File: config.mk
export PLATFORM = sky130hd
export DESIGN_NAME = decode_top
export DESIGN_NICKNAME = d
export VERILOG_FILES = /design/src/hdl/decode_pkg.sv /design/src/hdl/decode_ifs.sv /design/src/hdl/prefix_byte_classify.sv /design/src/hdl/prefix_merge.sv /design/src/hdl/opcode_attr_rom.sv /design/src/hdl/field_extract.sv /design/src/hdl/decode_result_stage.sv /design/src/hdl/decode_top.sv
export SDC_FILE = /design/constraint.sdc
export NUM_CORES = 1
export LEC_CHECK = 0
export ABC_CLOCK_PERIOD_IN_PS = 12700
export BUFFER_PORTS_ARGS = -buffer_cell sky130_fd_sc_hd__buf_2
export CORE_ASPECT_RATIO = 1.5
export CORE_MARGIN = 1.5
export CORE_UTILIZATION = 60
export CTS_CLUSTER_SIZE = 40
export DETAILED_ROUTE_END_ITERATION = 8
export MAX_ROUTING_LAYER = met4
export PLACE_DENSITY = 0.87
export SLEW_MARGIN = 20
export SYNTH_ARGS = -nofsm -noshare
export SYNTH_HDL_FRONTEND = slang
export SYNTH_SLANG_ARGS = --single-unit
File: constraint.sdc
create_clock -name clk -period 12.7 [get_ports clk]
set_clock_uncertainty 0.15 [all_clocks]
set_input_delay 3.81 -clock clk [delete_from_list [all_inputs] [get_ports clk]]
set_output_delay 3.81 -clock clk [all_outputs]
set_load 0.01 [all_outputs]
File: src/hdl/decode_pkg.sv
// ####################
// shared sizes, prefix and opcode byte codes
// segment numbers, opcode classes and the
// per-byte prefix classification record
// ####################

package decode_pkg;

  // fetch window and prefix scan sizes
  localparam int window_bytes = 16;
  localparam int max_prefix = 4;

  typedef logic [31:0] eip_t;
  // lengths never exceed 15 bytes
  typedef logic [3:0] len_t;

  // prefix bytes recognised in the leading positions
  localparam logic [7:0] pfx_repne = 8'hF2;
  localparam logic [7:0] pfx_cs = 8'h2E;
  localparam logic [7:0] pfx_ss = 8'h36;
  localparam logic [7:0] pfx_ds = 8'h3E;
  localparam logic [7:0] pfx_es = 8'h26;
  localparam logic [7:0] pfx_fs = 8'h64;
  localparam logic [7:0] pfx_gs = 8'h65;
  localparam logic [7:0] pfx_size = 8'h66;
  localparam logic [7:0] pfx_0f = 8'h0F;

  // x86 segment register numbering
  typedef enum logic [2:0] {
    seg_es = 3'd0,
    seg_cs = 3'd1,
    seg_ss = 3'd2,
    seg_ds = 3'd3,
    seg_fs = 3'd4,
    seg_gs = 3'd5
  } seg_reg_e;

  localparam logic [7:0] opc_hlt = 8'hF4;
  localparam logic [7:0] opc_iret = 8'hCF;

  // operand layout following the opcode byte
  typedef enum logic [2:0] {
    op_none,
    op_imm8,
    op_immv,
    op_modrm,
    op_modrm_imm8,
    op_modrm_immv,
    op_unknown
  } op_class_e;

  // one window byte seen as a prefix, seg_hit indexed by seg_reg_e
  typedef struct packed {
    logic       any;
    logic       repne;
    logic       size_over;
    logic       two_byte;
    logic [5:0] seg_hit;
  } prefix_hit_t;

endpackage

File: src/hdl/decode_ifs.sv
// ####################
// window_if  stage-1 window with prefix summary
// field_if   extracted fields ahead of stage 2
// ####################

`timescale 1ns/1ps

interface window_if;
  logic                                 valid;
  logic [8*decode_pkg::window_bytes-1:0] bytes;
  logic [decode_pkg::window_bytes-1:0]  byte_valids;
  decode_pkg::eip_t                     eip;
  // 0 to 4 leading prefixes
  logic [2:0]                           pfx_count;
  logic                                 repne;
  logic                                 size_over;
  logic                                 two_byte;
  logic                                 seg_over;
  decode_pkg::seg_reg_e                 seg_reg;

  modport src (output valid, bytes, byte_valids, eip, pfx_count, repne, size_over,
               two_byte, seg_over, seg_reg);
  modport dst (input valid, bytes, byte_valids, eip, pfx_count, repne, size_over,
               two_byte, seg_over, seg_reg);
endinterface

interface field_if;
  logic                                valid;
  logic [7:0]                          opcode;
  logic [7:0]                          modrm;
  logic [7:0]                          sib;
  logic                                sib_pr;
  logic [31:0]                         disp32;
  logic [31:0]                         imm32;
  decode_pkg::len_t                    inst_len;
  decode_pkg::eip_t                    eip;
  logic [decode_pkg::window_bytes-1:0] byte_valids;
  logic                                repne;
  logic                                size_over;
  logic                                two_byte;
  logic                                seg_over;
  decode_pkg::seg_reg_e                seg_reg;
  logic                                hlt;
  logic                                iret;
  logic                                invalid_op;

  modport src (output valid, opcode, modrm, sib, sib_pr, disp32, imm32, inst_len, eip,
               byte_valids, repne, size_over, two_byte, seg_over, seg_reg, hlt, iret,
               invalid_op);
  modport dst (input valid, opcode, modrm, sib, sib_pr, disp32, imm32, inst_len, eip,
               byte_valids, repne, size_over, two_byte, seg_over, seg_reg, hlt, iret,
               invalid_op);
endinterface

File: src/hdl/prefix_byte_classify.sv
// ####################
// prefix_byte_classify
// matches one window byte against the prefix codes
// ####################

`timescale 1ns/1ps

module prefix_byte_classify (
  input  logic [7:0]              byte_in,
  output decode_pkg::prefix_hit_t hit
);

  always_comb begin
    hit = '0;
    hit.repne = (byte_in == decode_pkg::pfx_repne);
    hit.size_over = (byte_in == decode_pkg::pfx_size);
    hit.two_byte = (byte_in == decode_pkg::pfx_0f);
    // segment overrides land on their register number
    hit.seg_hit[decode_pkg::seg_es] = (byte_in == decode_pkg::pfx_es);
    hit.seg_hit[decode_pkg::seg_cs] = (byte_in == decode_pkg::pfx_cs);
    hit.seg_hit[decode_pkg::seg_ss] = (byte_in == decode_pkg::pfx_ss);
    hit.seg_hit[decode_pkg::seg_ds] = (byte_in == decode_pkg::pfx_ds);
    hit.seg_hit[decode_pkg::seg_fs] = (byte_in == decode_pkg::pfx_fs);
    hit.seg_hit[decode_pkg::seg_gs] = (byte_in == decode_pkg::pfx_gs);
    hit.any = hit.repne | hit.size_over | hit.two_byte | (|hit.seg_hit);
  end

endmodule

File: src/hdl/prefix_merge.sv
// ####################
// prefix_merge
// thermometer mask over the classified bytes,
// prefix summary and the stage-1 register
// ####################

`timescale 1ns/1ps

module prefix_merge (
  input  logic                                  clk,
  input  logic                                  reset,
  input  logic                                  in_valid,
  input  logic [8*decode_pkg::window_bytes-1:0] ic_bytes,
  input  logic [decode_pkg::window_bytes-1:0]   byte_valids,
  input  decode_pkg::eip_t                      eip,
  input  decode_pkg::prefix_hit_t               hits [decode_pkg::max_prefix],
  window_if.src                                 win
);

  logic [decode_pkg::max_prefix-1:0] therm;
  logic [2:0]                        pfx_cnt;
  logic                              repne_c;
  logic                              size_c;
  logic                              two_byte_c;
  logic [5:0]                        seg_any;
  decode_pkg::seg_reg_e              seg_reg_c;

  // a position counts only while every byte before it was a prefix too
  always_comb begin
    therm[0] = hits[0].any;
    for (int i = 1; i < decode_pkg::max_prefix; i++) begin
      therm[i] = therm[i-1] & hits[i].any;
    end
  end

  always_comb begin
    pfx_cnt = '0;
    repne_c = 1'b0;
    size_c = 1'b0;
    two_byte_c = 1'b0;
    seg_any = '0;
    for (int i = 0; i < decode_pkg::max_prefix; i++) begin
      pfx_cnt = pfx_cnt + 3'(therm[i]);
      repne_c = repne_c | (therm[i] & hits[i].repne);
      size_c = size_c | (therm[i] & hits[i].size_over);
      two_byte_c = two_byte_c | (therm[i] & hits[i].two_byte);
      seg_any = seg_any | ({6{therm[i]}} & hits[i].seg_hit);
    end
  end

  // es wins over cs over ss ... gs, ds when no override
  always_comb begin
    seg_reg_c = decode_pkg::seg_ds;
    for (int s = 5; s >= 0; s--) begin
      if (seg_any[s]) begin
        seg_reg_c = decode_pkg::seg_reg_e'(s);
      end
    end
  end

  always_ff @(posedge clk) begin
    if (reset) begin
      win.valid <= 1'b0;
    end else begin
      win.valid <= in_valid;
    end
  end

  // stage-1 payload
  always_ff @(posedge clk) begin
    if (in_valid) begin
      win.bytes <= ic_bytes;
      win.byte_valids <= byte_valids;
      win.eip <= eip;
      win.pfx_count <= pfx_cnt;
      win.repne <= repne_c;
      win.size_over <= size_c;
      win.two_byte <= two_byte_c;
      win.seg_over <= |seg_any;
      win.seg_reg <= seg_reg_c;
    end
  end

endmodule

File: src/hdl/opcode_attr_rom.sv
// ####################
// opcode_attr_rom
// small opcode table giving ModRM presence,
// immediate size and the hlt / iret marks
// ####################

`timescale 1ns/1ps

module opcode_attr_rom (
  input  logic [7:0] opcode,
  input  logic       size_over,
  output logic       has_modrm,
  output logic [2:0] imm_bytes,
  output logic       known,
  output logic       is_hlt,
  output logic       is_iret
);

  decode_pkg::op_class_e op_class;
  logic [2:0]            immv_bytes;

  always_comb begin
    case (opcode) inside
      8'h90, 8'hC3, 8'hCF, 8'hF4:                op_class = decode_pkg::op_none;
      8'h04, 8'h6A, 8'hEB, 8'h74, 8'h75:         op_class = decode_pkg::op_imm8;
      8'h05, 8'h68, 8'hE8, 8'hE9, [8'hB8:8'hBF]: op_class = decode_pkg::op_immv;
      8'h01, 8'h03, 8'h29, 8'h31, 8'h89, 8'h8B:  op_class = decode_pkg::op_modrm;
      8'h83, 8'hC6:                              op_class = decode_pkg::op_modrm_imm8;
      8'h81, 8'hC7:                              op_class = decode_pkg::op_modrm_immv;
      default:                                   op_class = decode_pkg::op_unknown;
    endcase
  end

  // word immediates shrink to 16 bits under 66
  assign immv_bytes = size_over ? 3'd2 : 3'd4;

  always_comb begin
    has_modrm = 1'b0;
    imm_bytes = 3'd0;
    known = 1'b1;
    case (op_class)
      decode_pkg::op_imm8:       imm_bytes = 3'd1;
      decode_pkg::op_immv:       imm_bytes = immv_bytes;
      decode_pkg::op_modrm:      has_modrm = 1'b1;
      decode_pkg::op_modrm_imm8: begin
        has_modrm = 1'b1;
        imm_bytes = 3'd1;
      end
      decode_pkg::op_modrm_immv: begin
        has_modrm = 1'b1;
        imm_bytes = immv_bytes;
      end
      decode_pkg::op_unknown:    known = 1'b0;
      default:                   known = 1'b1;
    endcase
  end

  assign is_hlt = (opcode == decode_pkg::opc_hlt);
  assign is_iret = (opcode == decode_pkg::opc_iret);

endmodule

File: src/hdl/field_extract.sv
// ####################
// field_extract
// opcode, ModRM, SIB, displacement and immediate
// selection plus the instruction length
// ####################

`timescale 1ns/1ps

module field_extract (
  window_if.dst win,
  field_if.src  fld
);

  // four zero bytes above the window keep wide reads in range
  logic [8*(decode_pkg::window_bytes+4)-1:0] padded;
  logic [3:0]  opc_pos;
  logic [3:0]  disp_pos;
  logic [3:0]  imm_pos;
  logic [7:0]  opc_byte;
  logic [7:0]  modrm_byte;
  logic [7:0]  sib_byte;
  logic [1:0]  modrm_mod;
  logic [2:0]  modrm_rm;
  logic        has_modrm;
  logic [2:0]  imm_bytes;
  logic        known;
  logic        is_hlt;
  logic        is_iret;
  logic        sib_pr_c;
  logic [2:0]  disp_bytes;
  logic [31:0] disp_raw;
  logic [31:0] imm_raw;

  assign padded = {32'h0, win.bytes};

  // opcode sits right after the counted prefixes
  assign opc_pos = {1'b0, win.pfx_count};
  assign opc_byte = padded[8*opc_pos +: 8];
  assign modrm_byte = padded[8*(opc_pos + 4'd1) +: 8];
  assign sib_byte = padded[8*(opc_pos + 4'd2) +: 8];

  opcode_attr_rom u_attr (
    .opcode    (opc_byte),
    .size_over (win.size_over),
    .has_modrm (has_modrm),
    .imm_bytes (imm_bytes),
    .known     (known),
    .is_hlt    (is_hlt),
    .is_iret   (is_iret)
  );

  assign modrm_mod = modrm_byte[7:6];
  assign modrm_rm = modrm_byte[2:0];
  assign sib_pr_c = has_modrm && (modrm_mod != 2'b11) && (modrm_rm == 3'b100);

  // 32-bit addressing displacement size
  always_comb begin
    disp_bytes = 3'd0;
    if (has_modrm) begin
      case (modrm_mod)
        2'b01: disp_bytes = 3'd1;
        2'b10: disp_bytes = 3'd4;
        2'b00: begin
          if (modrm_rm == 3'b101 || (sib_pr_c && sib_byte[2:0] == 3'b101)) begin
            disp_bytes = 3'd4;
          end
        end
        default: disp_bytes = 3'd0;
      endcase
    end
  end

  assign disp_pos = opc_pos + 4'd2 + {3'b0, sib_pr_c};
  assign imm_pos = opc_pos + 4'd1 + {3'b0, has_modrm} + {3'b0, sib_pr_c}
                   + {1'b0, disp_bytes};
  assign disp_raw = padded[8*disp_pos +: 32];
  assign imm_raw = padded[8*imm_pos +: 32];

  always_comb begin
    case (disp_bytes)
      3'd1:    fld.disp32 = {{24{disp_raw[7]}}, disp_raw[7:0]};
      3'd4:    fld.disp32 = disp_raw;
      default: fld.disp32 = '0;
    endcase
    case (imm_bytes)
      3'd1:    fld.imm32 = {{24{imm_raw[7]}}, imm_raw[7:0]};
      3'd2:    fld.imm32 = {16'h0, imm_raw[15:0]};
      3'd4:    fld.imm32 = imm_raw;
      default: fld.imm32 = '0;
    endcase
  end

  assign fld.valid = win.valid;
  assign fld.opcode = opc_byte;
  assign fld.modrm = has_modrm ? modrm_byte : 8'h00;
  // SIB byte reported only when one is present
  assign fld.sib = sib_pr_c ? sib_byte : 8'h00;
  assign fld.sib_pr = sib_pr_c;
  // immediate is the last field, so its end is the length
  assign fld.inst_len = imm_pos + {1'b0, imm_bytes};
  assign fld.eip = win.eip;
  assign fld.byte_valids = win.byte_valids;
  assign fld.repne = win.repne;
  assign fld.size_over = win.size_over;
  assign fld.two_byte = win.two_byte;
  assign fld.seg_over = win.seg_over;
  assign fld.seg_reg = win.seg_reg;
  assign fld.hlt = is_hlt;
  assign fld.iret = is_iret;
  assign fld.invalid_op = ~known;

endmodule

File: src/hdl/decode_result_stage.sv
// ####################
// decode_result_stage
// next EIP, fetch exception check and
// the stage-2 output register
// ####################

`timescale 1ns/1ps

module decode_result_stage (
  input  logic                 clk,
  input  logic                 reset,
  field_if.dst                 fld,
  output logic                 out_valid,
  output logic [7:0]           opcode,
  output logic [7:0]           modrm,
  output logic [7:0]           sib,
  output logic                 sib_pr,
  output logic [31:0]          disp32,
  output logic [31:0]          imm32,
  output decode_pkg::len_t     inst_len,
  output decode_pkg::eip_t     eip_next,
  output logic                 repne,
  output logic                 size_over,
  output logic                 two_byte,
  output logic                 seg_over,
  output decode_pkg::seg_reg_e seg_reg,
  output logic                 hlt,
  output logic                 iret,
  output logic                 invalid_op,
  output logic                 ic_exp
);

  logic [decode_pkg::window_bytes-1:0] in_inst;
  decode_pkg::eip_t                    eip_next_c;
  logic                                ic_exp_c;

  // 32-bit add wraps past FFFFFFFF on its own
  assign eip_next_c = fld.eip + decode_pkg::eip_t'(fld.inst_len);

  // bytes covered by the instruction
  always_comb begin
    for (int i = 0; i < decode_pkg::window_bytes; i++) begin
      in_inst[i] = (i < fld.inst_len);
    end
  end

  assign ic_exp_c = |(in_inst & ~fld.byte_valids);

  always_ff @(posedge clk) begin
    if (reset) begin
      out_valid <= 1'b0;
    end else begin
      out_valid <= fld.valid;
    end
  end

  always_ff @(posedge clk) begin
    if (fld.valid) begin
      opcode <= fld.opcode;
      modrm <= fld.modrm;
      sib <= fld.sib;
      sib_pr <= fld.sib_pr;
      disp32 <= fld.disp32;
      imm32 <= fld.imm32;
      inst_len <= fld.inst_len;
      eip_next <= eip_next_c;
      repne <= fld.repne;
      size_over <= fld.size_over;
      two_byte <= fld.two_byte;
      seg_over <= fld.seg_over;
      seg_reg <= fld.seg_reg;
      hlt <= fld.hlt;
      iret <= fld.iret;
      invalid_op <= fld.invalid_op;
      ic_exp <= ic_exp_c;
    end
  end

endmodule

File: src/hdl/decode_top.sv
// ####################
// decode_top
// prefix classifiers, prefix merge (stage 1),
// field extraction and result stage (stage 2)
// ####################

`timescale 1ns/1ps

module decode_top (
  input  logic                                  clk,
  input  logic                                  reset,
  input  logic                                  in_valid,
  input  logic [8*decode_pkg::window_bytes-1:0] ic_bytes,
  input  logic [decode_pkg::window_bytes-1:0]   byte_valids,
  input  decode_pkg::eip_t                      eip,
  output logic                                  out_valid,
  output logic [7:0]                            opcode,
  output logic [7:0]                            modrm,
  output logic [7:0]                            sib,
  output logic                                  sib_pr,
  output logic [31:0]                           disp32,
  output logic [31:0]                           imm32,
  output decode_pkg::len_t                      inst_len,
  output decode_pkg::eip_t                      eip_next,
  output logic                                  repne,
  output logic                                  size_over,
  output logic                                  two_byte,
  output logic                                  seg_over,
  output decode_pkg::seg_reg_e                  seg_reg,
  output logic                                  hlt,
  output logic                                  iret,
  output logic                                  invalid_op,
  output logic                                  ic_exp
);

  decode_pkg::prefix_hit_t hits [decode_pkg::max_prefix];

  window_if u_win ();
  field_if  u_fld ();

  // one classifier per candidate prefix position
  for (genvar i = 0; i < decode_pkg::max_prefix; i++) begin : g_pfx
    prefix_byte_classify u_classify (
      .byte_in (ic_bytes[8*i +: 8]),
      .hit     (hits[i])
    );
  end

  prefix_merge u_merge (
    .clk         (clk),
    .reset       (reset),
    .in_valid    (in_valid),
    .ic_bytes    (ic_bytes),
    .byte_valids (byte_valids),
    .eip         (eip),
    .hits        (hits),
    .win         (u_win.src)
  );

  field_extract u_extract (
    .win (u_win.dst),
    .fld (u_fld.src)
  );

  decode_result_stage u_result (
    .clk        (clk),
    .reset      (reset),
    .fld        (u_fld.dst),
    .out_valid  (out_valid),
    .opcode     (opcode),
    .modrm      (modrm),
    .sib        (sib),
    .sib_pr     (sib_pr),
    .disp32     (disp32),
    .imm32      (imm32),
    .inst_len   (inst_len),
    .eip_next   (eip_next),
    .repne      (repne),
    .size_over  (size_over),
    .two_byte   (two_byte),
    .seg_over   (seg_over),
    .seg_reg    (seg_reg),
    .hlt        (hlt),
    .iret       (iret),
    .invalid_op (invalid_op),
    .ic_exp     (ic_exp)
  );

endmodule

== Word level (Yosys, flattened, before mapping) ==
Cells that the tools add are included.
Cells by class
  multiplexer cells: 19
  divide/modulo/power cells: 0
  reduce and logical (&&, ||, !) cells: 23
  equality and inequality tests: 76
  magnitude comparators: 17
  bitwise operators: 45
  $add $sub $neg: 13
  multipliers: 0
  shift operators: 5
Operators with widths (count)
  $shiftx A160 B33 Y8: 2
  $shiftx A160 B8 Y32: 2
  $shiftx A160 B7 Y8: 1
  $eq A8 B6 Y1 const B: 18
  $eq A8 B8 Y1 const B: 17
  $eq A8 B7 Y1 const B: 16
  $pmux W32 S3: 1
  $pmux W32 S2: 1
  $reduce_or A6 Y1: 6
  $add A32 B4 Y32: 1
  $eq A8 B4 Y1 const B: 4
  $lt A4 B4 Y1 const A: 7
  $mux W3: 9
  $and A6 B6 Y6: 4
  $eq A3 B3 Y1 const B: 8
  $or A1 B1 Y1: 21
  $or A6 B6 Y6: 3
  $and A15 B16 Y16: 1
  $eq A8 B3 Y1 const B: 2
  $lt A3 B4 Y1 const A: 4
  $not A16 Y16: 1
  $reduce_or A16 Y1: 1
  $and A1 B1 Y1: 15
  $add A4 B1 Y4: 3
  other kinds (27): 50
Storage, ports and cells
  memories kept: 0
  bits of input ports: 179
  bits in read-only memories: 0
  flip-flop bits (word level): 324
  logic and storage cells: 228
  memory bits (writable): 0
  output and inout port bits: 137
  bits in latches: 0

== Longest topological paths before layout ==
  depth after elaboration: 24
  mapped depth: 31
  depth with buffers taken out: 25

== Modules after synthesis ==
Synthesis repeated with hierarchy kept, for this count alone.
Unflattened totals
  cells, all modules: 1732
  area total of the unflattened synthesis: 21817.2 um^2
Modules (own cells, without submodules)
  field_extract: seq. area each 0.0 um^2, cells each 1080, area each 9793.1 um^2, times used 1
  prefix_merge: seq. area each 5605.4 um^2, cells each 248, area each 6007.0 um^2, times used 1
  decode_result_stage: seq. area each 4103.9 um^2, cells each 250, area each 4880.9 um^2, times used 1
  prefix_byte_classify: seq. area each 0.0 um^2, cells each 24, area each 182.7 um^2, times used 4
  opcode_attr_rom: seq. area each 0.0 um^2, cells each 58, area each 405.4 um^2, times used 1

== Least setup slack after synthesis ==
OpenSTA, ideal clock, no wires.
  path type: reg-to-reg
  start point: reg u_merge.win.pfx_count[1]
  end point: reg u_result.eip_next[31], data pin
  buffers on the path: 7
  clock period less this slack: 7.215 ns
  arrival time: 6.808 ns
  data required time: 12.292 ns
  stages on the path, launching flop included: 32
  path slack: 5.485 ns
  library setup time: 0.258 ns
  cells stage by stage: edfxtp_1 > buf_2 > buf_4 > buf_4 > mux2i_1 > a22o_1 > nor2_2 > nand2_1 > and3b_1 > o21ai_1 > clkbuf_1 > and2_1 > ha_1 > fa_1 > inv_1 > fa_1 > xnor2_1 > inv_1 > buf_1 > clkbuf_1 > clkbuf_1 > ha_1 > a21oi_1 > xnor2_1 > inv_1 > ha_1 > inv_1 > o21bai_1 > nand3b_1 > nor2_1 > nand4_1 > xnor2_1
On the way
  word-level cells in the longest chain between the ends: 22
  elaborated cells between the ends (all ways): 73
  those cells by class: add/sub: 8; order compare: 2; eq/ne: 34; shift: 3; mux: 11; reduce/logical: 15
Ends and longest elaborated chain
  from (decl): line decode_ifs.sv:21  | modport src (output valid, bytes, byte_valids, eip, pfx_count, repne, size_over,
  from (signal assigned): line prefix_merge.sv:75  | win.pfx_count <= pfx_cnt;
  $shiftx A160 B7 Y8 *: line field_extract.sv:38  | assign opc_byte = padded[8*opc_pos +: 8];
  named net u_extract.fld.opcode[3]: line decode_ifs.sv:47  | modport src (output valid, opcode, modrm, sib, sib_pr, disp32, imm32, inst_len, eip,
  branches (longest 7 deep; another with $ge A8 B8 Y1)
  $mux W3 *: line opcode_attr_rom.sv:23  | case (opcode) inside
  branches (longest 11 deep; another with $add A4 B1 Y4)
  $add A4 B3 Y4 *: line field_extract.sv:100  | assign fld.inst_len = imm_pos + {1'b0, imm_bytes};
  named net u_extract.fld.inst_len[3]: line decode_ifs.sv:47
  $add A32 B4 Y32 *: line decode_result_stage.sv:38  | assign eip_next_c = fld.eip + decode_pkg::eip_t'(fld.inst_len);
  named net u_result.eip_next_c[31]: line decode_result_stage.sv:34  | decode_pkg::eip_t eip_next_c;
  to (signal assigned): line decode_result_stage.sv:66  | eip_next <= eip_next_c;
  to (decl): line decode_result_stage.sv:21  | output decode_pkg::eip_t eip_next,
Mark *: on every way through the listed nets, which the timed path passes.
A chain may end at the register's enable or synchronous reset.

== Worst setup path in the final report ==
  start point: reg u_merge.win.pfx_count[1]
  end point: reg u_result.eip_next[30], data pin
Same word-level chain as after synthesis.

==> impl_metrics.env <==
export IMPL_routed_via_density=6.99
export IMPL_floorplan_initialDensity_pct=60.6
export IMPL_post_cts_buffers=0
export IMPL_fillers=2536
export IMPL_setup_ws_ns=4.06
export IMPL_cpPeakStageDelay_ns=0.79
export IMPL_slew_viol_final=0
export IMPL_ys_types=83
export IMPL_portBuffers=314
export IMPL_wirelength_um=67800
export IMPL_cts_resized=0
export IMPL_status="finished clean"
export IMPL_fin_tns_setup_ns=0
export IMPL_seq_area_sq_um=9680
export IMPL_finalNonFillerCells=2440
export IMPL_synthesis_nets=1895
export IMPL_grt_pass1_vias=16288
export IMPL_max_slew_margin_pct=24.6
export IMPL_synth_edf_count=321
export IMPL_cts_tree="yes"
export IMPL_period_needed_ns=8.64
export IMPL_powerDensity_nw_per_um2=129
export IMPL_pre_cts_ws_ns=4.18
export IMPL_synth_top_cell_area_share_pct=45.6
export IMPL_drv_cap=0
export IMPL_overflow=0
export IMPL_floorplan_core_area_sq_um=34900
export IMPL_htree_levels=1
export IMPL_multi_input_area_sq_um=10900
export IMPL_cts_hold_buf=0
export IMPL_cpMaxStageDelayCell="fa_4"
export IMPL_placed_area_sq_um=23100
export IMPL_boundaryPins=316
export IMPL_crit_arrival_ns=8.81
export IMPL_drive_gt1_share_pct=31.6
export IMPL_largest_reg_flops=128
export IMPL_clock_sinks=323
export IMPL_top_register="u_merge.win.bytes"
export IMPL_yosysWarningCount=0
export IMPL_tightest_slew_ns=1.13
export IMPL_setup_viol=0
export IMPL_postLayoutCellArea_sq_um=24100
export IMPL_end_kind="register"
export IMPL_path_class="reg2reg"
export IMPL_drtIter0Drc=2060
export IMPL_vias=17066
export IMPL_synthTopCellsByCount="321 x edfxtp_1, 172 x nand2_1, 160 x mux4_2, 155 x mux2i_1, 87 x a21oi_1"
export IMPL_crit_fanout=68
export IMPL_synthTopCellsByArea="edfxtp_1 46%, mux4_2 17%, mux2i_1 7.3%"
export IMPL_insertion_delay_ns=0.60
export IMPL_fin_util_pct=69.1
export IMPL_dp_cells=2382
export IMPL_final_hold_viol_count=0
export IMPL_post_route_drc_count=0
export IMPL_leakage_uw=0.00875
export IMPL_avgSynthCellArea_sq_um=12.5
export IMPL_clk_transition_reported_paths_ns=0.07
export IMPL_synthCells=1696
export IMPL_die_area_sq_um=36400
export IMPL_syn_area_sq_um=21100
export IMPL_die_h_um=233
export IMPL_async_flop_share_pct=0
export IMPL_rsz0062_at_grt="no"
export IMPL_period_share_pct=68.1
export IMPL_ys_seq_area_share_pct=45.8
export IMPL_fmax_ghz=0.116
export IMPL_synth_main_ff_cell="edfxtp_1"
export IMPL_cts_root_buffer="clkbuf_16"
export IMPL_grt_first_pass_wirelength_um=99100
export IMPL_yosysTopAreaCell="edfxtp_1"
export IMPL_worstSetupStartpointType="register"
export IMPL_min_path_type="reg2reg"
export IMPL_dr_pass1_iters=8
export IMPL_gp_congestion=1.01
export IMPL_yosys_cell_count_top_type="edfxtp_1"
export IMPL_avgRoutedWirePerCell_um=27.8
export IMPL_cts_path_max_buffers=3
export IMPL_vdd_ir_drop_max_v=0.0000875
export IMPL_fp_dieW_um=156
export IMPL_synth_seq_cells=323
export IMPL_grt_max_degree=87
export IMPL_dp_hpwl_um=48400
export IMPL_antenna_violating_nets_post_route=0
export IMPL_grt_use_total_pct=38.4
export IMPL_cts_buffers=30
export IMPL_rows=84
export IMPL_grt_antenna_before_repair=5
export IMPL_area_growth_synth_to_final_pct=14.1
export IMPL_critPathRequiredTime_ns=12.87
export IMPL_layout_nets=2140
[where the power goes]
| part | switching (uW) | total (uW) | internal (uW) | leakage, uW |
|---|---|---|---|---|
| Combinational | 457 | 821 | 364 | 0.00528 |
| Clock | 394 | 909 | 515 | 0.000468 |
| Sequential | 111 | 1380 | 1270 | 0.00300 |
[layer usage]
layer | GRT usage, % | vias up | wire length [um]
met5 | - | - | 0
met4 | 31.0 | 0 | 6620
met3 | 7.00 | 320 | 6920
met2 | 61.5 | 1254 | 33300
met1 | 41.8 | 8244 | 21000
li1 | - | 7248 | -
[final cells by class]
type	instances	share of cell area, %
clock inverters	17	0.872
inverters	35	0.545
multi-input cells	1208	45.2
clock buffers	35	3.19
well taps	473	2.46
repair buffers	343	7.45
diodes	6	0.0623
flip-flops and latches	323	40.2
[worst max-delay path: cells and delay by family, from the launching register on]
kind	cells	cell delay [ns]
xor+xnor	2	0.47
simple gates	8	2.20
mux	1	0.16
buf+inv	6	2.36
compound gates	4	0.61
fa+ha+maj	5	1.99
flops	1	0.33
[worst paths after layout]
check | start | endpoint | slack, ns | depth (start not counted)
max | u_merge.win.pfx_count[1] | u_result.eip_next[30] | 4.06 | 26
min | u_merge.win.two_byte | u_result.two_byte | 0.27 | 0
max reg2reg | u_merge.win.pfx_count[1] | u_result.eip_next[30] | 4.06 | 26
min reg2reg | u_merge.win.two_byte | u_result.two_byte | 0.27 | 0
[cell families after synthesis]
| logic type | share of synthesized area [%] |
|---|---|
| xor gates and xnor gates | 1.62 |
| muxes | 25.7 |
| DFF | 45.8 |
| buffers and inverters | 3.19 |
| adders and majority gates | 1.36 |
| and+or+nand+nor | 10.3 |
| AOI/OAI and AO/OA | 12.0 |
[cells in the final DEF, fill, tap and decap left out, types with 28 or more instances in the layout]
cell	count
a211oi_1	68
a21oi_1	86
buf_2	313
buf_4	29
clkbuf_16	30
edfxtp_1	321
inv_1	28
mux2i_1	155
mux4_2	160
nand2_1	172
nand3_1	44
nor2_1	86
nor2b_1	45
o211ai_1	31
o21ai_0	56
[through the flow]
step | total power, uW | hold slack, ns
floorplan | 1920 | 0.250
CTS | 3100 | 0.268
detailed placement | 2200 | 0.267
finish | 3110 | 0.272
global route | 3210 | 0.288
global placement | 2170 | 0.253
Power figures use the tool's default switching activity.
